**src/wisc_macros.svh**
```systemverilog
// Word width, register count and memory depths for the WISC core
`ifndef WISC_MACROS_SVH
`define WISC_MACROS_SVH

// Data and instruction word
`define WORD_W 16

// General registers r0 to r7
`define NUM_REGS 8

// Memory depths in words
`define IMEM_DEPTH 256
`define DMEM_DEPTH 256

`endif

```
**src/wisc_pkg.sv**
```systemverilog
// Word and register types, opcode, ALU and select enums for the WISC core
`default_nettype none

`include "wisc_macros.svh"

package wisc_pkg;

	typedef logic [`WORD_W-1:0] word_t;
	typedef logic [$clog2(`NUM_REGS)-1:0] regIdx_t;

	// Major opcodes, instr[15:11]
	typedef enum logic [4:0] {
		OP_HALT = 5'b00000, OP_NOP, OP_SIIC, OP_RTI,
		OP_J = 5'b00100, OP_JR, OP_JAL, OP_JALR,
		OP_ADDI = 5'b01000, OP_SUBI, OP_XORI, OP_ANDI,
		OP_BEQZ = 5'b01100, OP_BNEZ, OP_BLTZ, OP_BGEZ,
		OP_ST = 5'b10000, OP_LD, OP_SLBI, OP_STU,
		OP_ROLI = 5'b10100, OP_SLLI, OP_RORI, OP_SRLI,
		OP_LBI = 5'b11000, OP_BTR, OP_SHIFT, OP_ALU,
		OP_SEQ = 5'b11100, OP_SLT, OP_SLE, OP_SCO
	} opcode_e;

	// Low two bits follow the function field of the R-format groups
	typedef enum logic [3:0] {
		ALU_ROL, ALU_SLL, ALU_ROR, ALU_SRL,
		ALU_ADD, ALU_SUB, ALU_XOR, ALU_ANDN,
		ALU_OR, ALU_BTR, ALU_PASSB
	} aluOp_e;

	typedef enum logic [2:0] {
		IMM_ZEXT5, IMM_SEXT5, IMM_ZEXT8, IMM_SEXT8, IMM_SEXT11
	} immSel_e;

	// Writeback source
	typedef enum logic [2:0] {
		SET_ALU, SET_SEQ, SET_SLT, SET_SLE, SET_SCO, SET_MEM, SET_LINK
	} setSel_e;

	// Destination register field
	typedef enum logic [1:0] {
		REG_DST_RD_R, REG_DST_RD_I, REG_DST_RS, REG_DST_R7
	} regDst_e;

endpackage

`default_nettype wire

```
**src/ctrlIf.sv**
```systemverilog
// Decoded control levels shared by the decoder and the datapath
`timescale 1ns/1ps
`default_nettype none

interface ctrlIf import wisc_pkg::*; ();

	logic regWrite, memWrite, memRead;
	logic aluSrc;
	aluOp_e aluOp;
	immSel_e immSel;
	setSel_e setSel;
	regDst_e regDst;
	logic branchCtl, jumpCtl, jrCtl, linkCtl, stu;
	logic halt;

	modport decoder (
		output regWrite, memWrite, memRead, aluSrc, aluOp, immSel, setSel, regDst,
		output branchCtl, jumpCtl, jrCtl, linkCtl, stu, halt
	);

	modport datapath (
		input regWrite, memWrite, memRead, aluSrc, aluOp, immSel, setSel, regDst,
		input branchCtl, jumpCtl, jrCtl, linkCtl, stu, halt
	);

endinterface

`default_nettype wire

```
**src/fetch.sv**
```systemverilog
// PC register, instruction memory, next-PC selection and halt latch
`timescale 1ns/1ps
`default_nettype none

`include "wisc_macros.svh"

module fetch import wisc_pkg::*; (
	input logic clk,
	input logic rstN,
	input logic imemWe,
	input logic [$clog2(`IMEM_DEPTH)-1:0] imemAddr,
	input word_t imemData,
	input word_t regA,
	input word_t imm,
	ctrlIf.datapath ctrl,
	input logic zero,
	input logic neg,
	output word_t instr,
	output word_t pc,
	output word_t pcPlus2,
	output logic halted
);

	localparam int AW = $clog2(`IMEM_DEPTH);
	localparam word_t HALT_WORD = {OP_HALT, {(`WORD_W-5){1'b0}}};

	word_t imem [`IMEM_DEPTH];
	word_t nextPc;
	logic condMet;

	always_ff @(posedge clk) begin
		if (!rstN && imemWe) begin
			imem[imemAddr] <= imemData;
		end
	end

	// Decoder sees halt in reset and once halted, so nothing writes
	assign instr = (halted || !rstN) ? HALT_WORD : imem[pc[AW:1]];
	assign pcPlus2 = pc + word_t'(2);

	// beqz, bnez, bltz, bgez by opcode low bits
	always_comb begin
		case (instr[12:11])
			2'b00: condMet = zero;
			2'b01: condMet = !zero;
			2'b10: condMet = neg;
			default: condMet = !neg;
		endcase
	end

	always_comb begin
		if (ctrl.jrCtl)
			nextPc = regA + imm;
		else if (ctrl.jumpCtl || (ctrl.branchCtl && condMet))
			nextPc = pcPlus2 + imm;
		else
			nextPc = pcPlus2;
	end

	always_ff @(posedge clk or negedge rstN) begin
		if (!rstN) begin
			pc <= '0;
			halted <= 1'b0;
		end else if (!halted) begin
			pc <= nextPc;
			halted <= ctrl.halt;
		end
	end

endmodule

`default_nettype wire

```
**src/flat_wrapper.sv**
```systemverilog
// flat-port wrapper written by rule: the top's interface ports become plain ports
module fetch_flat import wisc_pkg::*;
  (clk, rstN, imemWe, imemAddr, imemData, regA, imm, zero, neg, instr, pc, pcPlus2, halted, ctrl_regWrite, ctrl_memWrite, ctrl_memRead, ctrl_aluSrc, ctrl_aluOp, ctrl_immSel, ctrl_setSel, ctrl_regDst, ctrl_branchCtl, ctrl_jumpCtl, ctrl_jrCtl, ctrl_linkCtl, ctrl_stu, ctrl_halt);
  ctrlIf ctrl_i ();
  input logic clk;
  input logic rstN;
  input logic imemWe;
  input logic [$clog2(`IMEM_DEPTH)-1:0] imemAddr;
  input word_t imemData;
  input word_t regA;
  input word_t imm;
  input logic zero;
  input logic neg;
  output word_t instr;
  output word_t pc;
  output word_t pcPlus2;
  output logic halted;
  input wire logic [$bits(ctrl_i.regWrite)-1:0] ctrl_regWrite;
  input wire logic [$bits(ctrl_i.memWrite)-1:0] ctrl_memWrite;
  input wire logic [$bits(ctrl_i.memRead)-1:0] ctrl_memRead;
  input wire logic [$bits(ctrl_i.aluSrc)-1:0] ctrl_aluSrc;
  input wire logic [$bits(ctrl_i.aluOp)-1:0] ctrl_aluOp;
  input wire logic [$bits(ctrl_i.immSel)-1:0] ctrl_immSel;
  input wire logic [$bits(ctrl_i.setSel)-1:0] ctrl_setSel;
  input wire logic [$bits(ctrl_i.regDst)-1:0] ctrl_regDst;
  input wire logic [$bits(ctrl_i.branchCtl)-1:0] ctrl_branchCtl;
  input wire logic [$bits(ctrl_i.jumpCtl)-1:0] ctrl_jumpCtl;
  input wire logic [$bits(ctrl_i.jrCtl)-1:0] ctrl_jrCtl;
  input wire logic [$bits(ctrl_i.linkCtl)-1:0] ctrl_linkCtl;
  input wire logic [$bits(ctrl_i.stu)-1:0] ctrl_stu;
  input wire logic [$bits(ctrl_i.halt)-1:0] ctrl_halt;
  assign ctrl_i.regWrite = ctrl_regWrite;
  assign ctrl_i.memWrite = ctrl_memWrite;
  assign ctrl_i.memRead = ctrl_memRead;
  assign ctrl_i.aluSrc = ctrl_aluSrc;
  assign ctrl_i.aluOp = ctrl_aluOp;
  assign ctrl_i.immSel = ctrl_immSel;
  assign ctrl_i.setSel = ctrl_setSel;
  assign ctrl_i.regDst = ctrl_regDst;
  assign ctrl_i.branchCtl = ctrl_branchCtl;
  assign ctrl_i.jumpCtl = ctrl_jumpCtl;
  assign ctrl_i.jrCtl = ctrl_jrCtl;
  assign ctrl_i.linkCtl = ctrl_linkCtl;
  assign ctrl_i.stu = ctrl_stu;
  assign ctrl_i.halt = ctrl_halt;
  fetch u_core (.clk(clk), .rstN(rstN), .imemWe(imemWe), .imemAddr(imemAddr), .imemData(imemData), .regA(regA), .imm(imm), .ctrl(ctrl_i), .zero(zero), .neg(neg), .instr(instr), .pc(pc), .pcPlus2(pcPlus2), .halted(halted));
endmodule
```
**config.mk**
```make
export PLATFORM = sky130hd
export DESIGN_NAME = fetch_flat
export DESIGN_NICKNAME = d
export VERILOG_FILES = /design/src/wisc_pkg.sv /design/src/ctrlIf.sv /design/src/fetch.sv /design/src/flat_wrapper.sv
export VERILOG_INCLUDE_DIRS = /design/src /design/src/src
export SDC_FILE = /design/constraint.sdc
export NUM_CORES = 2
export LEC_CHECK = 0
export BUFFER_PORTS_ARGS = -buffer_cell sky130_fd_sc_hd__buf_2
export CAP_MARGIN = 0
export CORE_MARGIN = 2
export CORE_UTILIZATION = 35
export DETAILED_ROUTE_END_ITERATION = 8
export GPL_TIMING_DRIVEN = 0
export MAX_ROUTING_LAYER = met4
export PLACE_DENSITY_LB_ADDON = 0.2
export RECOVER_POWER = 50
export SYNTH_ARGS = -nofsm -noshare
export SYNTH_HDL_FRONTEND = slang
export SYNTH_SLANG_ARGS = --single-unit
```
**constraint.sdc**
```tcl
create_clock -name clk -period 7.3 [get_ports clk]
set_input_delay 0.365 -clock clk [delete_from_list [all_inputs] [get_ports clk]]
set_output_delay 0.365 -clock clk [all_outputs]
set_load 0.03 [all_outputs]
```
==> reports/qor.csv <==
stage,metric,value,unit
outcome,status,"complete, but fails checks",
outcome,violations,"max-capacitance violations, max-slew violations, negative setup slack",
critical_path,crit_path_max_fanout,10,
placed_design,place.gp.congestion,0.959,
sta,min_period,7.35,ns
critical_path,worstPathArrival,8.27,ns
clock_network,cts_tree,yes,
clock_network,clock_latency,1.02,ns
logic_synthesis,syn_inst,6565,
floorplan,rows,247,
sta,drv_slew,2909,
critical_path,crit_path_start_kind,flop,
logic_synthesis,yosysMostFrequentCell,edfxtp_1,
power,power.leakage,57.4,nW
clock_network,numCtsBuffers,432,
critical_path,crit_path_max_incr_delay,0.89,ns
floorplan,ios,132,
power,intPower,43.1,mW
drt,routed_wl,495000,µm
sta,finalSetupViolCount,1,
grt,grt_pass1_vias,77300,
floorplan,die_area,0.461,mm²
logic_synthesis,synth_nets,6681,
floorplan,die_x,679,µm
critical_path,critPathSlowestCell,buf_2,
clock_network,cts_max_level,5,
power,comb_power_share,21.4,%
floorplan,core-area,0.453,mm²
clock_network,postCtsSetupRepairBufs,0,
logic_synthesis,avgSynthCellArea,24.3,µm²
critical_path,cp.required,8.22,ns
logic_synthesis,async_flop_share,0.413,%
critical_path,r2r_setup_slack,-0.05,ns
drt,drt_pre_antenna_iters,7,
run,cap_violations,28,
logic_synthesis,synth_edf_count,4096,
logic_synthesis,synth_top_area_share,77.2,%
logic_synthesis,synth_commonest_cells,"edfxtp_1, mux4_2, nor2_1, clkbuf_1, buf_2",
logic_synthesis,synth-seq-cells,4113,
grt,gr-usage-all-layers,21.8,%
grt,antenna_found_initial,57,
power,seq_power_share,43.3,%
critical_path,cpMostUsedCell,buf_2,
layout,fin_nets,7582,
power,p_clk_share,35.2,%
floorplan,die_h,679,µm
sta,min_period_over_period,101,%
logic_synthesis,ys_seq_area_share,77.5,%
floorplan,start_util,35.2,%
sta,finClkSkew,0.0589,ns
logic_synthesis,syn_area,0.159,mm²
drt,remaining_drc_errors,0,
critical_path,crit_path_end_kind,flop,
power,total_power,60.4,mW
power,p_sw_share,28.6,%
clock_network,numClockSinks,4113,
grt,gr-total-overflow,0,
clock_network,clockRootBuffer,clkbuf_16,
clock_network,cts_buffer_depth,4,
sta,hold_viol_final,0,
logic_synthesis,synthTopCellsByArea,"edfxtp_1, mux4_2, nor2_1",
sta,fmax,136,MHz
drt,drt_iter0_drc,10000,
power,ir_drop,222,µV
clock_network,clkTransAtPathRegs,0.07,ns
placed_design,hpwl,349000,µm
logic_synthesis,yosys_warnings,0,
grt,grt_max_degree,149,
layout,multi_input_area,0.0348,mm²
logic_synthesis,synth_area_leader_cell,edfxtp_1,
sta,slew_headroom,-349,%
power,p_switching,17.3,mW
drt,vias,77600,
worst_hold_path,hold_class,in2reg,
layout,regArea,0.123,mm²
critical_path,timing_worst_setup_path_type,reg2reg,
drt,routedWlPerCell,35.8,µm
drt,vias_per_cell,5.61,
logic_synthesis,synth_ff_type,edfxtp_1,
sta,finalWorstSetupSlack,-0.0547,ns
logic_synthesis,synth_cell_types,74,
power,powerDensity,322,mW/mm²
drt,drtAntennaViolNets,0,
layout,drive_gt1_share,35.3,%
placed_design,pre_cts_ws,-1.47,ns
sta,rsz0062_at_grt,false,
layout,area_growth,17.8,%
grt,grt_pass1_wl,668000,µm
critical_path,cp_cell_sequence,buf_2 > buf_2 > buf_2 > mux4_2 > a22oi_1 > o211ai_1 > a22oi_2 > nor2_2 > mux2_4 > o211a_4 > nor3_4 > mux2i_1 > dlygate4sd3_1 > a221oi_1 > dlygate4sd3_1,
placed_design,io_buffers,109,
layout,nFillCells,38900,
sta,worst_pin_slew,6.73,ns
-- cell usage in the layout, fill, tap and decap left out, drive strengths merged, types with 30 or more instances in the layout --
master       instances
clkbuf             790
mux2i               56
clkinv             207
buf                493
bufinv              31
mux4              1314
nor2               303
a22oi               30
nand2               50
dlygate4sd3         55
nand3               37
ha                  31
edfxtp            4096
-- metal layers --
layer / up-vias / part of all wire, % / track usage, %
met2: 3519 / 47 / 33.6
met4: 0 / 4.0 / 7.34
met3: 728 / 7.8 / 4.35
li1: 30300 / - / -
met1: 43000 / 41 / 29.0
met5: - / 0 / -
-- state kept, by name (all words and copies together) (netlist names) --
| register | cells |
|---|---|
| u_core.pc | 16 |
| u_core.imem | 4096 |
| u_core.halted | 1 |
-- power by group through the flow --
stage | Clock (mW) | Sequential [mW] | Combinational [mW]
2_1_floorplan | 0 | 26.6 | 6.76
3_5_place_dp | 0 | 26.6 | 12.9
3_3_place_gp | 0 | 26.7 | 12.7
5_1_grt | 22.5 | 26.2 | 13.2
6_report | 21.3 | 26.2 | 12.9
4_1_cts | 21.6 | 26.1 | 13.0
-- stage by stage --
step                      hold slack, ns  instances  cell area, µm²  utilization, %  TNS (ns)
after CTS                        0.00284      13800          188000            41.6         0
after detailed placement           0.381      13000          174000            38.4    -19.75
after global placement             0.373      12700          167000            37.0    -35.99
after global routing              0.0689      13800          188000            41.4         0
final                             0.0844      13800          188000            41.4   -0.0547
after floorplan                   0.0694       6565          159000               -         0
-- kinds of logic after synthesis --
group / count (synthesis) / share of synthesized area, %
compound gates: 143 / 0.671
buf+inv: 377 / 1.06
xor+xnor: 38 / 0.209
mux: 1374 / 19.0
simple gates: 487 / 1.34
flops: 4113 / 77.5
fa+ha+maj: 33 / 0.269
-- final timing paths --
| path | to | from | cells after the start |
|---|---|---|---|
| min reg2reg | u_core.pc[0] | u_core.pc[0] | 2 |
| min in group asynchronous | u_core.halted | rstN | 3 |
| max in group asynchronous | u_core.pc[10] | rstN | 3 |
| max reg2reg | u_core.pc[5] | u_core.pc[3] | 15 |
| max | u_core.pc[5] | u_core.pc[3] | 15 |
| min | u_core.pc[4] | regA[4] | 5 |
-- critical path: cells and delay by family (launching register included) --
| kind | cells | cell delay (ns) |
|---|---|---|
| buffers and inverters | 5 | 3.26 |
| AOI/OAI and AO/OA | 5 | 1.70 |
| muxes | 3 | 0.99 |
| DFF | 1 | 0.68 |
| and+or+nand+nor | 2 | 0.59 |
-- what timing repair did --
action	in CTS	in global routing
endpoints found under the hold margin	747	0
hold buffers	55	0
resized for setup	153	5
setup endpoints to repair	18	2
-- area by class of cell --
| cell class | count | share of cell area, % |
|---|---|---|
| antenna | 29 | 0.0387 |
| buffer | 350 | 1.05 |
| clock buffer | 523 | 6.00 |
| clock inverter | 256 | 1.20 |
| inverter | 21 | 0.0420 |
| multi-input combinational | 2075 | 18.6 |
| sequential | 4113 | 65.8 |
| tap | 5976 | 3.99 |
| timing repair buffer | 473 | 3.33 |
Note: power is estimated with default switching activity, not from simulation.
