### config.mk
export PLATFORM = sky130hd
export DESIGN_NAME = alu_flat
export DESIGN_NICKNAME = d
export VERILOG_FILES = /design/src/wisc_pkg.sv /design/src/ctrlIf.sv /design/src/alu.sv /design/src/flat_wrapper.sv
export VERILOG_INCLUDE_DIRS = /design/src /design/src/src
export SDC_FILE = /design/constraint.sdc
export NUM_CORES = 1
export LEC_CHECK = 0
export BUFFER_PORTS_ARGS = -buffer_cell sky130_fd_sc_hd__clkbuf_2
export CAP_MARGIN = 5
export CORE_MARGIN = 2
export CORE_UTILIZATION = 40
export DETAILED_ROUTE_END_ITERATION = 7
export SLEW_MARGIN = 0
export SYNTH_ARGS = -nofsm -noshare
export SYNTH_HDL_FRONTEND = slang
export SYNTH_SLANG_ARGS = --single-unit
export TNS_END_PERCENT = 50
### constraint.sdc
create_clock -name vclk -period 10.41
set_input_delay 1.5615 -clock vclk [all_inputs]
set_output_delay 1.5615 -clock vclk [all_outputs]
set_load 0.02 [all_outputs]
### src/wisc_macros.svh
// Word width, register count and memory depths for the WISC core
`ifndef WISC_MACROS_SVH
`define WISC_MACROS_SVH

// Data and instruction word
`define WORD_W 16

// General registers r0 to r7
`define NUM_REGS 8

// Memory depths in words
`define IMEM_DEPTH 256
`define DMEM_DEPTH 256

`endif

### src/wisc_pkg.sv
// Word and register types, opcode, ALU and select enums for the WISC core
`default_nettype none

`include "wisc_macros.svh"

package wisc_pkg;

	typedef logic [`WORD_W-1:0] word_t;
	typedef logic [$clog2(`NUM_REGS)-1:0] regIdx_t;

	// Major opcodes, instr[15:11]
	typedef enum logic [4:0] {
		OP_HALT = 5'b00000, OP_NOP, OP_SIIC, OP_RTI,
		OP_J = 5'b00100, OP_JR, OP_JAL, OP_JALR,
		OP_ADDI = 5'b01000, OP_SUBI, OP_XORI, OP_ANDI,
		OP_BEQZ = 5'b01100, OP_BNEZ, OP_BLTZ, OP_BGEZ,
		OP_ST = 5'b10000, OP_LD, OP_SLBI, OP_STU,
		OP_ROLI = 5'b10100, OP_SLLI, OP_RORI, OP_SRLI,
		OP_LBI = 5'b11000, OP_BTR, OP_SHIFT, OP_ALU,
		OP_SEQ = 5'b11100, OP_SLT, OP_SLE, OP_SCO
	} opcode_e;

	// Low two bits follow the function field of the R-format groups
	typedef enum logic [3:0] {
		ALU_ROL, ALU_SLL, ALU_ROR, ALU_SRL,
		ALU_ADD, ALU_SUB, ALU_XOR, ALU_ANDN,
		ALU_OR, ALU_BTR, ALU_PASSB
	} aluOp_e;

	typedef enum logic [2:0] {
		IMM_ZEXT5, IMM_SEXT5, IMM_ZEXT8, IMM_SEXT8, IMM_SEXT11
	} immSel_e;

	// Writeback source
	typedef enum logic [2:0] {
		SET_ALU, SET_SEQ, SET_SLT, SET_SLE, SET_SCO, SET_MEM, SET_LINK
	} setSel_e;

	// Destination register field
	typedef enum logic [1:0] {
		REG_DST_RD_R, REG_DST_RD_I, REG_DST_RS, REG_DST_R7
	} regDst_e;

endpackage

`default_nettype wire

### src/ctrlIf.sv
// Decoded control levels shared by the decoder and the datapath
`timescale 1ns/1ps
`default_nettype none

interface ctrlIf import wisc_pkg::*; ();

	logic regWrite, memWrite, memRead;
	logic aluSrc;
	aluOp_e aluOp;
	immSel_e immSel;
	setSel_e setSel;
	regDst_e regDst;
	logic branchCtl, jumpCtl, jrCtl, linkCtl, stu;
	logic halt;

	modport decoder (
		output regWrite, memWrite, memRead, aluSrc, aluOp, immSel, setSel, regDst,
		output branchCtl, jumpCtl, jrCtl, linkCtl, stu, halt
	);

	modport datapath (
		input regWrite, memWrite, memRead, aluSrc, aluOp, immSel, setSel, regDst,
		input branchCtl, jumpCtl, jrCtl, linkCtl, stu, halt
	);

endinterface

`default_nettype wire

### src/alu.sv
// ALU with add, logic, rotate, shift, bit reverse and compare flags
`timescale 1ns/1ps
`default_nettype none

`include "wisc_macros.svh"

module alu import wisc_pkg::*; (
	input word_t a,
	input word_t b,
	ctrlIf.datapath ctrl,
	output word_t result,
	output logic zero,
	output logic neg,
	output logic carry
);

	logic [3:0] shamt;
	logic [`WORD_W:0] sum;
	logic [2*`WORD_W-1:0] rolWide, rorWide;
	word_t diff;
	word_t rev;

	assign shamt = b[3:0];
	assign sum = {1'b0, a} + {1'b0, b};
	assign diff = b - a;

	// Rotating a doubled word leaves the wrapped bits in one half
	assign rolWide = {a, a} << shamt;
	assign rorWide = {a, a} >> shamt;

	always_comb begin
		for (int i = 0; i < `WORD_W; i++) begin
			rev[i] = a[`WORD_W-1-i];
		end
	end

	always_comb begin
		case (ctrl.aluOp)
			ALU_ROL: result = rolWide[2*`WORD_W-1:`WORD_W];
			ALU_SLL: result = a << shamt;
			ALU_ROR: result = rorWide[`WORD_W-1:0];
			ALU_SRL: result = a >> shamt;
			ALU_ADD: result = sum[`WORD_W-1:0];
			ALU_SUB: result = diff;
			ALU_XOR: result = a ^ b;
			// andi masks with the immediate as given
			ALU_ANDN: result = ctrl.aluSrc ? (a & b) : (a & ~b);
			ALU_OR: result = (a << 8) | b;
			ALU_BTR: result = rev;
			default: result = b;
		endcase
	end

	// For sub, neg is the true signed b < a, immune to overflow
	assign zero = (result == '0);
	assign neg = (ctrl.aluOp == ALU_SUB) ? ($signed(b) < $signed(a)) : result[`WORD_W-1];
	assign carry = sum[`WORD_W];

endmodule

`default_nettype wire

### src/flat_wrapper.sv
// flat-port wrapper written by rule: the top's interface ports become plain ports
module alu_flat import wisc_pkg::*;
  (a, b, result, zero, neg, carry, ctrl_regWrite, ctrl_memWrite, ctrl_memRead, ctrl_aluSrc, ctrl_aluOp, ctrl_immSel, ctrl_setSel, ctrl_regDst, ctrl_branchCtl, ctrl_jumpCtl, ctrl_jrCtl, ctrl_linkCtl, ctrl_stu, ctrl_halt);
  ctrlIf ctrl_i ();
  input word_t a;
  input word_t b;
  output word_t result;
  output logic zero;
  output logic neg;
  output logic carry;
  input wire logic [$bits(ctrl_i.regWrite)-1:0] ctrl_regWrite;
  input wire logic [$bits(ctrl_i.memWrite)-1:0] ctrl_memWrite;
  input wire logic [$bits(ctrl_i.memRead)-1:0] ctrl_memRead;
  input wire logic [$bits(ctrl_i.aluSrc)-1:0] ctrl_aluSrc;
  input wire logic [$bits(ctrl_i.aluOp)-1:0] ctrl_aluOp;
  input wire logic [$bits(ctrl_i.immSel)-1:0] ctrl_immSel;
  input wire logic [$bits(ctrl_i.setSel)-1:0] ctrl_setSel;
  input wire logic [$bits(ctrl_i.regDst)-1:0] ctrl_regDst;
  input wire logic [$bits(ctrl_i.branchCtl)-1:0] ctrl_branchCtl;
  input wire logic [$bits(ctrl_i.jumpCtl)-1:0] ctrl_jumpCtl;
  input wire logic [$bits(ctrl_i.jrCtl)-1:0] ctrl_jrCtl;
  input wire logic [$bits(ctrl_i.linkCtl)-1:0] ctrl_linkCtl;
  input wire logic [$bits(ctrl_i.stu)-1:0] ctrl_stu;
  input wire logic [$bits(ctrl_i.halt)-1:0] ctrl_halt;
  assign ctrl_i.regWrite = ctrl_regWrite;
  assign ctrl_i.memWrite = ctrl_memWrite;
  assign ctrl_i.memRead = ctrl_memRead;
  assign ctrl_i.aluSrc = ctrl_aluSrc;
  assign ctrl_i.aluOp = ctrl_aluOp;
  assign ctrl_i.immSel = ctrl_immSel;
  assign ctrl_i.setSel = ctrl_setSel;
  assign ctrl_i.regDst = ctrl_regDst;
  assign ctrl_i.branchCtl = ctrl_branchCtl;
  assign ctrl_i.jumpCtl = ctrl_jumpCtl;
  assign ctrl_i.jrCtl = ctrl_jrCtl;
  assign ctrl_i.linkCtl = ctrl_linkCtl;
  assign ctrl_i.stu = ctrl_stu;
  assign ctrl_i.halt = ctrl_halt;
  alu u_core (.a(a), .b(b), .ctrl(ctrl_i), .result(result), .zero(zero), .neg(neg), .carry(carry));
endmodule
==> results of run 1 <==
## critical path: stages
cell	delay [ns]
clkbuf_2	0.07
buf_4	0.55
clkinv_1	0.62
ha_1	0.47
fa_1	0.42
nand2b_1	0.19
a21oi_1	0.32
o311ai_1	0.27
a21oi_1	0.48
nor4_1	0.08
or3_1	0.38
a21oi_1	0.16
o311ai_0	0.20
nor4_2	0.18
clkbuf_2	0.20
## synthesized netlist by cell type, types with 6 or more instances
master | count | area, sq um
a211oi_1 | 8 | 60.1
o31ai_1 | 7 | 52.6
nand2_1 | 50 | 188
nor3_1 | 29 | 145
o22ai_1 | 12 | 75.1
nor2_1 | 84 | 315
clkbuf_1 | 55 | 206
o32a_1 | 6 | 60.1
nand2b_1 | 7 | 43.8
buf_1 | 6 | 22.5
mux2i_1 | 38 | 380
a21oi_1 | 66 | 330
xnor2_1 | 16 | 140
o21bai_1 | 6 | 45.0
o21a_1 | 8 | 60.1
a21o_1 | 6 | 45.0
mux4_2 | 19 | 428
a31oi_1 | 22 | 138
mux2_2 | 12 | 135
ha_1 | 33 | 413
nand3_1 | 16 | 80.1
nor2b_1 | 10 | 62.6
and2_1 | 6 | 37.5
o2111ai_1 | 7 | 61.3
o211ai_1 | 9 | 67.6
o221ai_1 | 8 | 70.1
o21ai_0 | 46 | 230
or3_1 | 8 | 50.1
inv_1 | 41 | 154
buf_2 | 15 | 75.1
## area by class of cell
| type | count | area [sq um] |
|---|---|---|
| fill | 1332 | 7240 |
| multi-input combinational | 635 | 4610 |
| timing repair buffer | 64 | 340 |
| tap | 172 | 215 |
| inverter | 42 | 158 |
## stage by stage
step	hold slack (ns)	instance area (sq um)	total power [mW]	util	cells
after detailed placement	3.60	5330	0.295	0.424	913
after floorplan	3.31	5140	0.213	-	759
after global placement	3.60	5330	0.292	0.424	913
after CTS	3.60	5330	0.297	0.424	913
after global routing	3.64	5330	0.327	0.424	913
final	3.61	5330	0.305	0.424	913
## worst paths after layout
path	slack (ns)	end
worst max-delay path	2.66	zero
worst min-delay path	3.61	result[12]
## metal layers
layer  routed length (microns)  up-vias  track usage
met5                         0        -            0
met4                       913        0       0.0881
met3                      2290       72       0.0297
met2                     10000      423        0.493
met1                      9450     3061        0.455
li1                          -     2831            -
## cell families after synthesis
kind of cell | after synthesis | share of synthesized area
AO/OA/AOI/OAI | 267 | 0.356
AND/OR/NAND/NOR | 242 | 0.229
buffers and inverters | 124 | 0.102
multiplexers | 70 | 0.189
adder cells (fa/ha/maj) | 35 | 0.0882
XOR/XNOR | 21 | 0.0358
## report_power, final
part	internal, mW	switching (mW)	total, mW
clock	0	0	0
sequential	0	0	0
combinational	0.108	0.197	0.305
total	0.108	0.197	0.305
==> metrics.txt, run 1 <==
Critical Path RT between 8 and 9 ns; Hold Path Cell Cnt 4; Final WS setup approximately 2.7 ns; maximum VDD drop 0.0389 mV; f_max around 130 MHz; count of final hold-check violations 0; worst slew pin tran approximately 1.2 ns; number of vias per cell around 7; status complete, no violations; synth warn 0; final setup TNS 0 ns; Total Nets Final ~830; Antenna Nets Post-Route 0; Cells after Synth roughly 760; pwr/cell area ~57 nW/um^2; total wire length ~23000 microns; relative slew slack 0.157; post-synthesis average cell area roughly 6.8 sq um; CP Class primary input to output port; Resize count post-CTS 0; wire length per cell 24.8 microns; Total Routing Usage GR 0.314; Synth Net Count around 850; first-pass GRT wire length ~35000 microns; pre-CTS setup slack around 2.8 ns; row count 41; worst setup path start b[0]; Hold Crit Class primary input to output port; DP HPWL 16400 microns; via count about 6.4k; # clk buffers 0; max_cap viols 0; CP Launch Type primary input; Yosys cell types 77; RSZ-0062 raised after global routing no; layout sequential cell count 0; Static Leak around 2.1 nW; ratio of cells with drive above 1 in the final layout 0.142; Top Ports 73; synthesis-to-finish area growth 3.70%; endpoints failing setup 0; commonest non-fill, non-tap cell in the layout nor2_1; crit share post-route 0.744; most frequent cells in the layout nor2_1 (84), a21oi_1 (66), clkbuf_2 (56); crit path DAT roughly 6.2 ns; GRT Residual Overflow 0; effective utilization at floorplan 0.409; Seq. cell area 0 sq um; Worst Path Max Fanout between 50 and 60; Routability Congestion roughly 1.0; post-synthesis sequential area ratio 0; Cell Area, Synth ~5000 sq um; Die Y between 100 and 150 microns; Pre-antenna DRT Iters 5; DRC errors left 0; Final Critical Period slightly below 8 ns; number of global-route vias before repair 5662; ANT cells 0; Hold Crit Start b[12]; hold buffer count at CTS 0; die span in x ~120 microns; IO Port Bufs 56; Crit. End Element output port; First DRT Iteration DRCs between 800 and 900; die area ~14000 sq um; initial antenna violation count 0; largest net degree at the start of global routing 54; core area approximately 13000 sq um; Max Transition Viols Final 0; Post-CTS Setup Inserts 0
Power figures use the tool's default switching activity.
==> run 2: changes to the inputs <==
- clock period: 10.41 -> 8 ns (I/O delays scaled with it)
==> run 2 against run 1 <==
Against the previous run: cell count down 0.11%; critical path type unchanged; hold slack worse by 0.73 ns; highest routed layer unchanged; die area unchanged.
==> metrics.txt, run 2 (same netlist as run 1, synthesis figures left out) <==
RSZ-0062 raised after global routing no; ANT cells 0 (unchanged); Hold Crit Class primary input to output port; die area 13800 sq um (unchanged); wire length per cell 24.4 microns (-1.8%); core area 12600 sq um (unchanged); maximum VDD drop 0.0330 mV (-15%); layout sequential cell count 0 (unchanged); Critical path buffers and inverters 3 (-1); worst slew pin tran 1.24 ns (-0.00462 ns); via count 6425 (+0.59%); Post-CTS Setup Inserts 0 (unchanged); Antenna Nets Post-Route 0 (unchanged); count of final hold-check violations 0 (unchanged); relative slew slack 0.151 (-0.00662); Total Routing Usage GR 0.306 (-0.00724); CP Cell Sequence clkbuf_2, inv_1, ha_1, nand2b_1, a2111oi_0, o211ai_1, and4b_1, o21ai_0, a21oi_1, o32ai_1, o311ai_0, nor4_2, clkbuf_2; number of vias per cell 7.04 (+0.71%); crit path DAT 5.22 ns (-0.97 ns); Final WS setup 1.58 ns (-1.09 ns); final setup TNS 0 ns (unchanged); slowest CP cell a2111oi_0; worst hold margin 2.88 ns (-0.729 ns); Die Y 117 microns (unchanged); Routability Congestion 1.05 (+4.6%); Top Ports 73 (unchanged); DRC errors left 0 (unchanged); multi-input logic area 4610 sq um (unchanged); die span in x 117 microns (unchanged); pwr/cell area 74.5 nW/um^2 (+30%); CP Launch Type primary input; Resize count post-CTS 0 (unchanged); endpoints failing setup 0 (unchanged); FILL cells 1341 (+0.68%); Seq. cell area 0 sq um (unchanged); Total Nets Final 831 (-0.12%); ratio of cells with drive above 1 in the final layout 0.141 (-0.00116); Pre-antenna DRT Iters 6 (+1); Static Leak 2.11 nW (-0.23%); DP HPWL 16300 microns (-0.50%); Post-DP Area 5320 sq um (-0.14%); CP dominant cell by count clkbuf_2; Finished Cell Area 5320 sq um (-0.14%); initial antenna violation count 0 (unchanged); f_max 156 MHz; First DRT Iteration DRCs 875 (+5.5%); Max Transition Viols Final 0 (unchanged); Pwr Total 0.396 mW (+30%); pre-CTS setup slack 1.73 ns (-1.06 ns); number of global-route vias before repair 5884 (+3.9%); status complete, no violations; Crit. End Element output port; GRT Residual Overflow 0 (unchanged); Worst Path Max Fanout 14 (-74%); commonest non-fill, non-tap cell in the layout nor2_1; hold buffer count at CTS 0 (unchanged); synthesis-to-finish area growth 3.56%; Largest stage delay, worst path 1.08 ns (+0.46 ns); total wire length 22200 microns (-1.9%); crit share post-route 0.803; Critical Path RT 6.80 ns (-2.05 ns); first-pass GRT wire length 34200 microns (-1.1%); IO Port Bufs 56 (unchanged); # clk buffers 0 (unchanged); effective utilization at floorplan 0.409 (unchanged); CP Class primary input to output port; largest net degree at the start of global routing 52 (-3.7%); kind of cell adding the most delay to the critical path compound AO/OA/AOI/OAI gates; max_cap viols 0 (unchanged); most frequent cells in the layout nor2_1 (84), a21oi_1 (66), clkbuf_2 (56); Final Critical Period around 6.4 ns; row count 41 (unchanged)
run 2: worst paths after layout:
| kind | from | end | slack (ns) | cells past startpoint |
|---|---|---|---|---|
| worst max-delay path | a[1] | zero | 1.58 | 13 |
| worst min-delay path | b[13] | result[13] | 2.88 | 4 |
run 2: final cells by class:
type / instances / share of cell area
repair buffers: 63 / 0.0626
well taps: 172 / 0.0405
multi-input cells: 635 / 0.867
inverters: 42 / 0.0296
run 2: report_power, final:
part | internal (mW) | switching (mW) | total (mW)
registers | 0 | 0 | 0
clock network | 0 | 0 | 0
logic | 0.140 | 0.256 | 0.396
total | 0.140 | 0.256 | 0.396
run 2: through the flow:
stage          instances  utilization
5_1_grt              912        0.423
3_3_place_gp         912        0.423
3_5_place_dp         912        0.423
4_1_cts              912        0.423
2_1_floorplan        759            -
6_report             912        0.423
run 2: per-layer routing:
layer  GRT usage  vias up  routed length (microns)  share of wire
met2       0.467      471                     9750           0.44
met5           0        -                        0              0
met4       0.135        0                     1120          0.050
met3      0.0389       87                     2320           0.10
met1       0.432     3033                     9050           0.41
li1            -     2834                        -              -
