**src/wisc_macros.svh**
```systemverilog
// Word width, register count and memory depths for the WISC core
`ifndef WISC_MACROS_SVH
`define WISC_MACROS_SVH

// Data and instruction word
`define WORD_W 16

// General registers r0 to r7
`define NUM_REGS 8

// Memory depths in words
`define IMEM_DEPTH 256
`define DMEM_DEPTH 256

`endif

```
**src/wisc_pkg.sv**
```systemverilog
// Word and register types, opcode, ALU and select enums for the WISC core
`default_nettype none

`include "wisc_macros.svh"

package wisc_pkg;

	typedef logic [`WORD_W-1:0] word_t;
	typedef logic [$clog2(`NUM_REGS)-1:0] regIdx_t;

	// Major opcodes, instr[15:11]
	typedef enum logic [4:0] {
		OP_HALT = 5'b00000, OP_NOP, OP_SIIC, OP_RTI,
		OP_J = 5'b00100, OP_JR, OP_JAL, OP_JALR,
		OP_ADDI = 5'b01000, OP_SUBI, OP_XORI, OP_ANDI,
		OP_BEQZ = 5'b01100, OP_BNEZ, OP_BLTZ, OP_BGEZ,
		OP_ST = 5'b10000, OP_LD, OP_SLBI, OP_STU,
		OP_ROLI = 5'b10100, OP_SLLI, OP_RORI, OP_SRLI,
		OP_LBI = 5'b11000, OP_BTR, OP_SHIFT, OP_ALU,
		OP_SEQ = 5'b11100, OP_SLT, OP_SLE, OP_SCO
	} opcode_e;

	// Low two bits follow the function field of the R-format groups
	typedef enum logic [3:0] {
		ALU_ROL, ALU_SLL, ALU_ROR, ALU_SRL,
		ALU_ADD, ALU_SUB, ALU_XOR, ALU_ANDN,
		ALU_OR, ALU_BTR, ALU_PASSB
	} aluOp_e;

	typedef enum logic [2:0] {
		IMM_ZEXT5, IMM_SEXT5, IMM_ZEXT8, IMM_SEXT8, IMM_SEXT11
	} immSel_e;

	// Writeback source
	typedef enum logic [2:0] {
		SET_ALU, SET_SEQ, SET_SLT, SET_SLE, SET_SCO, SET_MEM, SET_LINK
	} setSel_e;

	// Destination register field
	typedef enum logic [1:0] {
		REG_DST_RD_R, REG_DST_RD_I, REG_DST_RS, REG_DST_R7
	} regDst_e;

endpackage

`default_nettype wire

```
**src/ctrlIf.sv**
```systemverilog
// Decoded control levels shared by the decoder and the datapath
`timescale 1ns/1ps
`default_nettype none

interface ctrlIf import wisc_pkg::*; ();

	logic regWrite, memWrite, memRead;
	logic aluSrc;
	aluOp_e aluOp;
	immSel_e immSel;
	setSel_e setSel;
	regDst_e regDst;
	logic branchCtl, jumpCtl, jrCtl, linkCtl, stu;
	logic halt;

	modport decoder (
		output regWrite, memWrite, memRead, aluSrc, aluOp, immSel, setSel, regDst,
		output branchCtl, jumpCtl, jrCtl, linkCtl, stu, halt
	);

	modport datapath (
		input regWrite, memWrite, memRead, aluSrc, aluOp, immSel, setSel, regDst,
		input branchCtl, jumpCtl, jrCtl, linkCtl, stu, halt
	);

endinterface

`default_nettype wire

```
**src/control.sv**
```systemverilog
// Opcode decoder producing the control levels of the current instruction
`timescale 1ns/1ps
`default_nettype none

module control import wisc_pkg::*; (
	input word_t instr,
	ctrlIf.decoder ctrl
);

	opcode_e op;

	assign op = opcode_e'(instr[15:11]);

	always_comb begin
		// Everything off, which is also nop, siic and rti
		ctrl.regWrite = 1'b0;
		ctrl.memWrite = 1'b0;
		ctrl.memRead = 1'b0;
		ctrl.aluSrc = 1'b0;
		ctrl.aluOp = ALU_ADD;
		ctrl.immSel = IMM_ZEXT5;
		ctrl.setSel = SET_ALU;
		ctrl.regDst = REG_DST_RD_I;
		ctrl.branchCtl = 1'b0;
		ctrl.jumpCtl = 1'b0;
		ctrl.jrCtl = 1'b0;
		ctrl.linkCtl = 1'b0;
		ctrl.stu = 1'b0;
		ctrl.halt = 1'b0;

		case (op)
			OP_HALT: ctrl.halt = 1'b1;
			OP_ADDI, OP_SUBI, OP_XORI, OP_ANDI: begin
				ctrl.regWrite = 1'b1;
				ctrl.aluSrc = 1'b1;
				ctrl.aluOp = aluOp_e'({2'b01, op[1:0]});
				// addi and subi sign extend, the logic ops zero extend
				ctrl.immSel = op[1] ? IMM_ZEXT5 : IMM_SEXT5;
			end
			OP_ROLI, OP_SLLI, OP_RORI, OP_SRLI: begin
				ctrl.regWrite = 1'b1;
				ctrl.aluSrc = 1'b1;
				ctrl.aluOp = aluOp_e'({2'b00, op[1:0]});
			end
			OP_SHIFT, OP_ALU: begin
				ctrl.regWrite = 1'b1;
				ctrl.regDst = REG_DST_RD_R;
				ctrl.aluOp = aluOp_e'({1'b0, op[0], instr[1:0]});
			end
			OP_BTR: begin
				ctrl.regWrite = 1'b1;
				ctrl.regDst = REG_DST_RD_R;
				ctrl.aluOp = ALU_BTR;
			end
			OP_SEQ, OP_SLT, OP_SLE, OP_SCO: begin
				ctrl.regWrite = 1'b1;
				ctrl.regDst = REG_DST_RD_R;
				ctrl.aluOp = (op == OP_SCO) ? ALU_ADD : ALU_SUB;
				ctrl.setSel = setSel_e'({1'b0, op[1:0]} + 3'd1);
			end
			OP_LBI, OP_SLBI: begin
				ctrl.regWrite = 1'b1;
				ctrl.aluSrc = 1'b1;
				ctrl.regDst = REG_DST_RS;
				ctrl.aluOp = (op == OP_LBI) ? ALU_PASSB : ALU_OR;
				ctrl.immSel = (op == OP_LBI) ? IMM_SEXT8 : IMM_ZEXT8;
			end
			OP_ST, OP_LD, OP_STU: begin
				ctrl.aluSrc = 1'b1;
				ctrl.immSel = IMM_SEXT5;
				ctrl.memWrite = (op != OP_LD);
				ctrl.memRead = (op == OP_LD);
				ctrl.regWrite = (op != OP_ST);
				ctrl.stu = (op == OP_STU);
				ctrl.setSel = (op == OP_LD) ? SET_MEM : SET_ALU;
				ctrl.regDst = (op == OP_STU) ? REG_DST_RS : REG_DST_RD_I;
			end
			OP_BEQZ, OP_BNEZ, OP_BLTZ, OP_BGEZ: begin
				ctrl.branchCtl = 1'b1;
				ctrl.immSel = IMM_SEXT8;
			end
			OP_J, OP_JR, OP_JAL, OP_JALR: begin
				ctrl.jumpCtl = 1'b1;
				ctrl.jrCtl = op[0];
				ctrl.immSel = op[0] ? IMM_SEXT8 : IMM_SEXT11;
				ctrl.linkCtl = op[1];
				ctrl.regWrite = op[1];
				ctrl.regDst = REG_DST_R7;
				ctrl.setSel = SET_LINK;
			end
			default: begin
			end
		endcase
	end

endmodule

`default_nettype wire

```
**src/flat_wrapper.sv**
```systemverilog
// flat-port wrapper written by rule: the top's interface ports become plain ports
module control_flat import wisc_pkg::*;
  (instr, ctrl_regWrite, ctrl_memWrite, ctrl_memRead, ctrl_aluSrc, ctrl_aluOp, ctrl_immSel, ctrl_setSel, ctrl_regDst, ctrl_branchCtl, ctrl_jumpCtl, ctrl_jrCtl, ctrl_linkCtl, ctrl_stu, ctrl_halt);
  ctrlIf ctrl_i ();
  input word_t instr;
  output wire logic [$bits(ctrl_i.regWrite)-1:0] ctrl_regWrite;
  output wire logic [$bits(ctrl_i.memWrite)-1:0] ctrl_memWrite;
  output wire logic [$bits(ctrl_i.memRead)-1:0] ctrl_memRead;
  output wire logic [$bits(ctrl_i.aluSrc)-1:0] ctrl_aluSrc;
  output wire logic [$bits(ctrl_i.aluOp)-1:0] ctrl_aluOp;
  output wire logic [$bits(ctrl_i.immSel)-1:0] ctrl_immSel;
  output wire logic [$bits(ctrl_i.setSel)-1:0] ctrl_setSel;
  output wire logic [$bits(ctrl_i.regDst)-1:0] ctrl_regDst;
  output wire logic [$bits(ctrl_i.branchCtl)-1:0] ctrl_branchCtl;
  output wire logic [$bits(ctrl_i.jumpCtl)-1:0] ctrl_jumpCtl;
  output wire logic [$bits(ctrl_i.jrCtl)-1:0] ctrl_jrCtl;
  output wire logic [$bits(ctrl_i.linkCtl)-1:0] ctrl_linkCtl;
  output wire logic [$bits(ctrl_i.stu)-1:0] ctrl_stu;
  output wire logic [$bits(ctrl_i.halt)-1:0] ctrl_halt;
  assign ctrl_regWrite = ctrl_i.regWrite;
  assign ctrl_memWrite = ctrl_i.memWrite;
  assign ctrl_memRead = ctrl_i.memRead;
  assign ctrl_aluSrc = ctrl_i.aluSrc;
  assign ctrl_aluOp = ctrl_i.aluOp;
  assign ctrl_immSel = ctrl_i.immSel;
  assign ctrl_setSel = ctrl_i.setSel;
  assign ctrl_regDst = ctrl_i.regDst;
  assign ctrl_branchCtl = ctrl_i.branchCtl;
  assign ctrl_jumpCtl = ctrl_i.jumpCtl;
  assign ctrl_jrCtl = ctrl_i.jrCtl;
  assign ctrl_linkCtl = ctrl_i.linkCtl;
  assign ctrl_stu = ctrl_i.stu;
  assign ctrl_halt = ctrl_i.halt;
  control u_core (.instr(instr), .ctrl(ctrl_i));
endmodule
```
**config.mk**
```make
export PLATFORM = sky130hd
export DESIGN_NAME = control_flat
export DESIGN_NICKNAME = d
export VERILOG_FILES = /design/src/wisc_pkg.sv /design/src/ctrlIf.sv /design/src/control.sv /design/src/flat_wrapper.sv
export VERILOG_INCLUDE_DIRS = /design/src /design/src/src
export SDC_FILE = /design/constraint.sdc
export NUM_CORES = 1
export LEC_CHECK = 0
export ABC_AREA = 1
export BUFFER_PORTS_ARGS = -buffer_cell sky130_fd_sc_hd__buf_2
export CAP_MARGIN = 20
export CORE_MARGIN = 5
export CORE_UTILIZATION = 40
export DETAILED_ROUTE_END_ITERATION = 10
export GPL_ROUTABILITY_DRIVEN = 0
export PLACE_DENSITY = 0.81
export SLEW_MARGIN = 20
export SYNTH_ARGS = -nofsm -noshare
export SYNTH_HDL_FRONTEND = slang
export SYNTH_SLANG_ARGS = --single-unit
export TNS_END_PERCENT = 20
```
**constraint.sdc**
```tcl
create_clock -name vclk -period 1.04
set_input_delay 0.104 -clock vclk [all_inputs]
set_output_delay 0.104 -clock vclk [all_outputs]
set_load 0.01 [all_outputs]
```
==> out/results.tsv, run 1 <==
metric	value	unit
vias	854	
status	complete, but fails checks	
wl_per_cell	14.4	um
initial_core_util	0.422	
arrival	1290	ps
io_buffer_count	29	
timing.fmax	720	MHz
vdd_ir_drop_max	0.000245	V
p_switching	245	uW
total_power	461	uW
p_seq_frac	0	
pin_count	38	
hpwl	1690	um
postLayoutCellArea	1110	sq um
synth_cell_types	26	
cp.required	940	ps
dieWidth	46.8	um
syn_area	542	sq um
power.density	416	nW/um^2
drc	0	
whs_path_depth	4	
min_to	ctrl_aluOp[1]	
final_cell_mix	buf_4 (26), buf_2 (23), nand2_1 (20)	
violations	setup timing	
rows	13	
synth_fp_nets	114	
pre_cts_slack	-441	ps
grt_remaining_overflow	0	
synth_warnings	0	
antenna_left	0	
synth_area_leader_cell	nand2_1	
antenna_found_initial	0	
nNetsFinal	173	
rsz0062_at_grt	true	
hold_path_class	in -> out	
seq_cell_count	0	
maxSlewViolCount	0	
grt_pass1_vias	805	
worst_pin_slew	284	ps
maxCapViolCount	0	
routed_wl	2400	um
path_class	in -> out	
firstDrtPassIters	4	
clkbuf_count	0	
synth_area_leaders	nand2_1 (15%), ha_1 (9.2%), inv_1 (9.0%)	
hold_violations	0	
cp-end-kind	output port	
initialDrtViolationCount	26	
yosysSeqAreaShare	0	
netlist_instances	94	
p_int	216	uW
vias_per_cell	5.14	
finalCritPeriodShare	1.34	
crit_path_max_fanout	7	
critPathLaunch	instr[12]	
leakage	0.618	nW
final_common_cell	buf_4	
synth_top_area_frac	0.152	
clockPowerShare	0	
p_comb_frac	1.000	
ctsHoldBuffers	0	
relSlewSlack	0.809	
register_area	0	sq um
start_kind	input pin	
die_h	46.8	um
dieArea	2190	sq um
drive_gt1_frac	0.616	
period_needed	1390	ps
grt_pass1_wl	3730	um
grt.total_usage	0.230	
grt_max_degree	10	
placed_area	927	sq um
coreArea	1280	sq um
hp-start	instr[1]	
setup_viol	22	
worst_slack	-350	ps
antenna_cells	0	
syn2layout_area_growth	104	%
switching_share	0.531	
postSynthAreaPerCell	5.76	sq um
utilization	0.862	
## critical path, cell delays in order
cell and delay, ps:
buf_8 80, clkinvlp_4 120, ha_4 210, nor2_4 140, nand2_4 100, nand4_4 120, o21ai_1 100, nor2_1 100
nand2_1 60, buf_2 140
## power groups by stage
stage                     sequential [mW]  clock, mW  combinational, mW
after floorplan                         0          0              0.219
after global routing                    0          0              0.496
after global placement                  0          0              0.363
final                                   0          0              0.461
after detailed placement                0          0              0.375
after CTS                               0          0              0.427
## timing repair
item | 4_1_cts | 5_1_grt
setup endpoints to repair | 22 | 22
pin swaps | 8 | 3
resized for setup | 19 | 12
buffers inserted | 5 | 3
## cell families (layout without fill, tap and decap cells)
logic type      Yosys count  in the layout  share of synthesized area
compound gates           13             13                      0.146
fa+ha+maj                 4              4                     0.0924
buf+inv                  19             76                      0.171
simple gates             58             58                      0.591
## synth_stat cells, drive strengths merged
cell and n:
nand2 25, nor2 17, inv 16, nand3 9
o21ai 6, nand4 5, ha 4, buf 3
a21oi 2, a22oi 1, and2 1, nor4 1
o2111ai 1, o211ai 1, o21a 1, o21bai 1
## through the flow
| stage | std cells | hold WS, ps | setup TNS (ps) |
|---|---|---|---|
| 5_1_grt | 166 | 571 | -6770 |
| 4_1_cts | 163 | 519 | -4740 |
| 2_1_floorplan | 94 | 256 | -302 |
| 6_report | 166 | 517 | -5220 |
| 3_3_place_gp | 158 | 507 | -5240 |
| 3_5_place_dp | 158 | 518 | -6300 |
## final cells by class
cell class / count / area, sq um
timing repair buffer: 60 / 450
fill: 80 / 178
multi-input combinational: 75 / 568
inverter: 16 / 70.1
tap: 15 / 18.8
## layer usage
metal,GRT usage,wire [um]
met5,0,0
met4,0.00552,17
met3,0.00766,190
met2,0.453,1320
met1,0.289,868
## worst max-delay path by stage
stage | end | cells after the start
2_1_floorplan | ctrl_regDst[0] | 9
3_3_place_gp | ctrl_regDst[0] | 11
3_5_place_dp | ctrl_regDst[0] | 9
4_1_cts | ctrl_setSel[2] | 9
5_1_grt | ctrl_aluOp[2] | 10
6_report | ctrl_aluOp[2] | 10
Power figures use the tool's default switching activity.
==> run 2, diff against run 1 <==
Settings changed: CELL_PAD_IN_SITES_DETAIL_PLACEMENT from default to 1, CELL_PAD_IN_SITES_GLOBAL_PLACEMENT from default to 1, CORE_UTILIZATION 40 to 24, PLACE_DENSITY 0.81 to default, PLACE_DENSITY_LB_ADDON from default to 0.1.
==> run 2 against run 1 <==
  * The run still ends with setup timing left
  * Power rose by 0.68%
  * Sequential share of layout area did not move
  * Fmax fell by 3.1%
  * Worst setup slack got worse by 45 ps
  * Critical path depth fell by 1
  * Design area rose by 3.6%
  * Non-clock buffer count rose by 4
  * Critical path type unchanged
  * Critical endpoint is now ctrl_setSel[2]
==> out/results.tsv, run 2 (same netlist as run 1, synthesis figures left out) <==
metric	value	unit	change
coreArea	2190	sq um	was 1280 sq um
hpwl	2020	um	was 1690 um
grt_pass1_wl	4070	um	was 3730 um
ctsHoldBuffers	0		unchanged
antenna_cells	0		unchanged
vdd_ir_drop_max	0.000177	V	was 0.000245 V
final_common_cell	buf_4		unchanged
wl_per_cell	13.3	um	was 14.4 um
placed_area	976	sq um	was 927 sq um
firstDrtPassIters	4		unchanged
status	complete, but fails checks		unchanged
violations	setup timing		unchanged
worst_slack	-394	ps	was -350 ps
path_class	in -> out		unchanged
rsz0062_at_grt	true		unchanged
power.density	405	nW/um^2	was 416 nW/um^2
io_buffer_count	29		unchanged
arrival	1330	ps	was 1290 ps
maxCapViolCount	0		unchanged
worst_pin_slew	194	ps	was 284 ps
grt.total_usage	0.150		was 0.230
nNetsFinal	177		was 173
crit_path_max_fanout	7		unchanged
finalCritPeriodShare	1.38		was 1.34
period_needed	1430	ps	was 1390 ps
p_seq_frac	0		about the same
hold_path_class	in -> out		unchanged
vias	848		was 854
drc	0		unchanged
seq_cell_count	0		unchanged
syn2layout_area_growth	112	%	was 104%
dieArea	3310	sq um	was 2190 sq um
maxSlewViolCount	0		unchanged
switching_share	0.523		was 0.531
pin_count	38		unchanged
antenna_found_initial	0		unchanged
setup_viol	22		unchanged
start_kind	input pin		unchanged
relSlewSlack	0.870		was 0.809
rows	17		was 13
postLayoutCellArea	1150	sq um	was 1110 sq um
clockPowerShare	0		about the same
grt_max_degree	9		was 10
cp.required	940	ps	about the same
n_fill_cell	297		was 80
initialDrtViolationCount	11		was 26
grt_remaining_overflow	0		unchanged
clkbuf_count	0		unchanged
initial_core_util	0.247		was 0.422
die_h	57.5	um	was 46.8 um
leakage	0.628	nW	was 0.618 nW
hold_violations	0		unchanged
vias_per_cell	4.63		was 5.14
p_comb_frac	1.000		about the same
p_switching	243	uW	was 245 uW
cp-end-kind	output port		unchanged
dieWidth	57.5	um	was 46.8 um
final_cell_mix	buf_4 (29), buf_2 (23), nand2_1 (20)		was buf_4 (26), buf_2 (23), nand2_1 (20)
drive_gt1_frac	0.652		was 0.616
routed_wl	2430	um	was 2400 um
timing.fmax	697	MHz	was 720 MHz
total_power	464	uW	was 461 uW
antenna_left	0		unchanged
p_int	222	uW	was 216 uW
grt_pass1_vias	916		was 805
register_area	0	sq um	unchanged
run 2: timing repair:
item                                   4_1_cts  5_1_grt
setup endpoints to repair                   22       22
endpoints found under the hold margin        0        0
pin swaps                                   12        7
buffers inserted                             4        2
resized for setup                           22       14
run 2: power by group through the flow:
stage | clock, mW | combinational, mW | sequential [mW]
after floorplan | 0 | 0.219 | 0
after global placement | 0 | 0.388 | 0
after detailed placement | 0 | 0.397 | 0
after CTS | 0 | 0.447 | 0
after global routing | 0 | 0.507 | 0
final | 0 | 0.464 | 0
run 2: path summary, 6_finish.rpt:
path	startpoint	end	slack, ps	cells past startpoint
setup / recovery	instr[11]	ctrl_setSel[2]	-390	9
hold / removal	instr[0]	ctrl_aluOp[0]	520	4
run 2: worst max-delay path, cell delays in order:
cell and delay (ps):
buf_8 110, clkinvlp_4 120, ha_4 190, nor2_4 40
nand2_4 110, nand4_4 150, buf_4 160, o211ai_1 170
buf_2 170
run 2: layout make-up:
type | instances | area, sq um | share of cell area
tap | 28 | 35.0 | 0.0305
timing repair buffer | 64 | 475 | 0.414
inverter | 16 | 70.1 | 0.0611
multi-input combinational | 75 | 567 | 0.494
run 2: metrics by stage:
stage | setup TNS [ps] | hold WS [ps] | setup slack, ps | cells | util
6_report | -5680 | 521 | -394 | 183 | 0.524
5_1_grt | -7180 | 555 | -467 | 183 | 0.524
4_1_cts | -5540 | 532 | -358 | 181 | 0.499
3_5_place_dp | -6760 | 531 | -417 | 177 | 0.445
3_3_place_gp | -6160 | 511 | -426 | 177 | 0.445
2_1_floorplan | -302 | 256 | -82.4 | 94 | -
run 2: metal layers:
metal  wire length (um)  up-vias  GRT usage
met5                  0        -          0
li1                   -      432          -
met2               1250       21      0.287
met4                 26        0     0.0265
met3                109        3    0.00905
met1               1050      392      0.181
==> run 3, diff against run 2 <==
Settings changed: CORE_MARGIN 5 to 2, PLACE_DENSITY from default to 0.88, PLACE_DENSITY_LB_ADDON 0.1 to default.
==> run 3 against run 2 <==
  * The run still ends with setup timing left
  * Utilization down 0.76 points
  * Worst hold slack worse by 35 ps
  * Fmax down 5.7%
  * Flip-flop and latch count unchanged
  * Non-clock buffer count down 5
  * Combinational power about the same
==> out/results.tsv, run 3 (same netlist as run 1, synthesis figures left out) <==
metric	value	unit	change
status	complete, but fails checks		unchanged
violations	setup timing		unchanged
cp-end-kind	output port		unchanged
whs_path_depth	3		was 4
timing.fmax	658	MHz	was 697 MHz
path_class	in -> out		unchanged
power.density	411	nW/um^2	was 405 nW/um^2
seq_cell_count	0		unchanged
crit_slowest_cell	ha_4		unchanged
crit_path_max_fanout	5		was 7
relSlewSlack	0.848		was 0.870
vias_per_cell	4.92		was 4.63
coreArea	2170	sq um	was 2190 sq um
drt-met1-wl	1170	um	was 1050 um
path_cells	buf_12 > clkinvlp_4 > ha_4 > inv_1 > nand2_2 > o21ai_2 > nand3_2 > nor2_1 > nand2_1 > buf_2		was buf_8 > clkinvlp_4 > ha_4 > nor2_4 > nand2_4 > nand4_4 > buf_4 > o211ai_1 > buf_2
grt.total_usage	0.221		was 0.150
placed_area	938	sq um	was 976 sq um
setup_viol	22		unchanged
cpPeakStageDelay	210	ps	was 190 ps
grt_pass1_wl	4490	um	was 4070 um
drc	0		unchanged
initialDrtViolationCount	8		was 11
total_power	461	uW	was 464 uW
rows	17		unchanged
io_buffer_count	29		unchanged
final_cell_mix	buf_2 (24), buf_4 (23), nand2_1 (19)		was buf_4 (29), buf_2 (23), nand2_1 (20)
worst_slack	-481	ps	was -394 ps
cp.required	940	ps	about the same
ctsHoldBuffers	0		unchanged
antenna_found_initial	0		unchanged
antenna_cells	0		unchanged
hold_path_class	in -> out		unchanged
nNetsFinal	172		was 177
vdd_ir_drop_max	0.000169	V	was 0.000177 V
antenna_left	0		unchanged
postLayoutCellArea	1120	sq um	was 1150 sq um
period_needed	1520	ps	was 1430 ps
maxSlewViolCount	0		unchanged
wl_per_cell	16.1	um	was 13.3 um
initial_core_util	0.250		was 0.247
numPlacedInstances	172		was 177
firstDrtPassIters	4		unchanged
start_kind	input pin		unchanged
hold_violations	0		unchanged
final_common_cell	buf_2		was buf_4
pre_cts_slack	-518	ps	was -417 ps
wl_met3	74	um	was 109 um
top_layer_used	met4		unchanged
min_to	ctrl_branchCtl		was ctrl_aluOp[0]
maxCapViolCount	0		unchanged
n_fill_cell	297		unchanged
grt_pass1_vias	967		was 916
rsz0062_at_grt	true		unchanged
worst_pin_slew	228	ps	was 194 ps
hp-start	instr[15]		was instr[0]
grt_max_degree	11		was 9
final_cells	178		was 183
die_h	51.5	um	was 57.5 um
dr_wl_met2	1510	um	was 1250 um
routed_wl	2870	um	was 2430 um
pin_count	38		unchanged
cp_num_buf_inv	4		unchanged
finalCritPeriodShare	1.46		was 1.38
clkbuf_count	0		unchanged
hpwl	2220	um	was 2020 um
vias	875		was 848
drive_gt1_frac	0.633		was 0.652
utilization	0.516		was 0.524
grt_remaining_overflow	0		unchanged
dieWidth	51.5	um	was 57.5 um
crit_family	buffers and inverters		unchanged
register_area	0	sq um	unchanged
dieArea	2650	sq um	was 3310 sq um
multi_input_area	566	sq um	was 567 sq um
arrival	1420	ps	was 1330 ps
syn2layout_area_growth	107	%	was 112%
leakage	0.611	nW	was 0.628 nW
[run 3: cell count changes in the layout (fill, tap and decap cells not counted), moves of 2 or more]
cell,change
buf_12,+2
inv_2,-3
nor2_2,+2
inv_1,+3
buf_4,-6
[run 3: tightest hold or removal path, delay by kind of cell]
family | cells | cell delay [ps]
simple gates | 1 | 50
buf+inv | 2 | 230
[run 3: timing repair]
| item | CTS | global route |
|---|---|---|
| pin swaps | 11 | 15 |
| endpoints found under the setup margin | 22 | 22 |
| resized for setup | 13 | 22 |
| setup buffers | 5 | 1 |
[run 3: per-layer routing]
layer | vias to the layer above | GRT usage
li1 | 420 | -
met1 | 416 | 0.260
met2 | 27 | 0.429
met3 | 12 | 0.00575
met4 | 0 | 0.0658
met5 | - | 0
[run 3: through the flow]
stage          TNS, ps  hold WS, ps
2_1_floorplan     -302          256
3_3_place_gp     -6650          468
3_5_place_dp     -8420          479
4_1_cts          -5880          480
5_1_grt          -7500          501
6_report         -6070          486
[run 3: layout make-up]
cell class	instances	share of cell area
tap	28	0.0313
inverter	16	0.0626
timing repair buffer	59	0.401
multi-input combinational	75	0.505
[run 3: report_power, final]
group	internal [mW]	switching (mW)
Sequential	0	0
Combinational	0.206	0.254
Clock	0	0
Total	0.206	0.254
[run 3: worst max-delay path by stage]
stage	depth (start not counted)	to	slack, ps	startpoint
floorplan	9	ctrl_regDst[0]	-80	instr[12]
global placement	11	ctrl_regDst[0]	-420	instr[11]
detailed placement	10	ctrl_regWrite	-520	instr[11]
CTS	10	ctrl_regWrite	-390	instr[11]
global route	10	ctrl_regWrite	-520	instr[11]
finish	10	ctrl_regWrite	-480	instr[11]
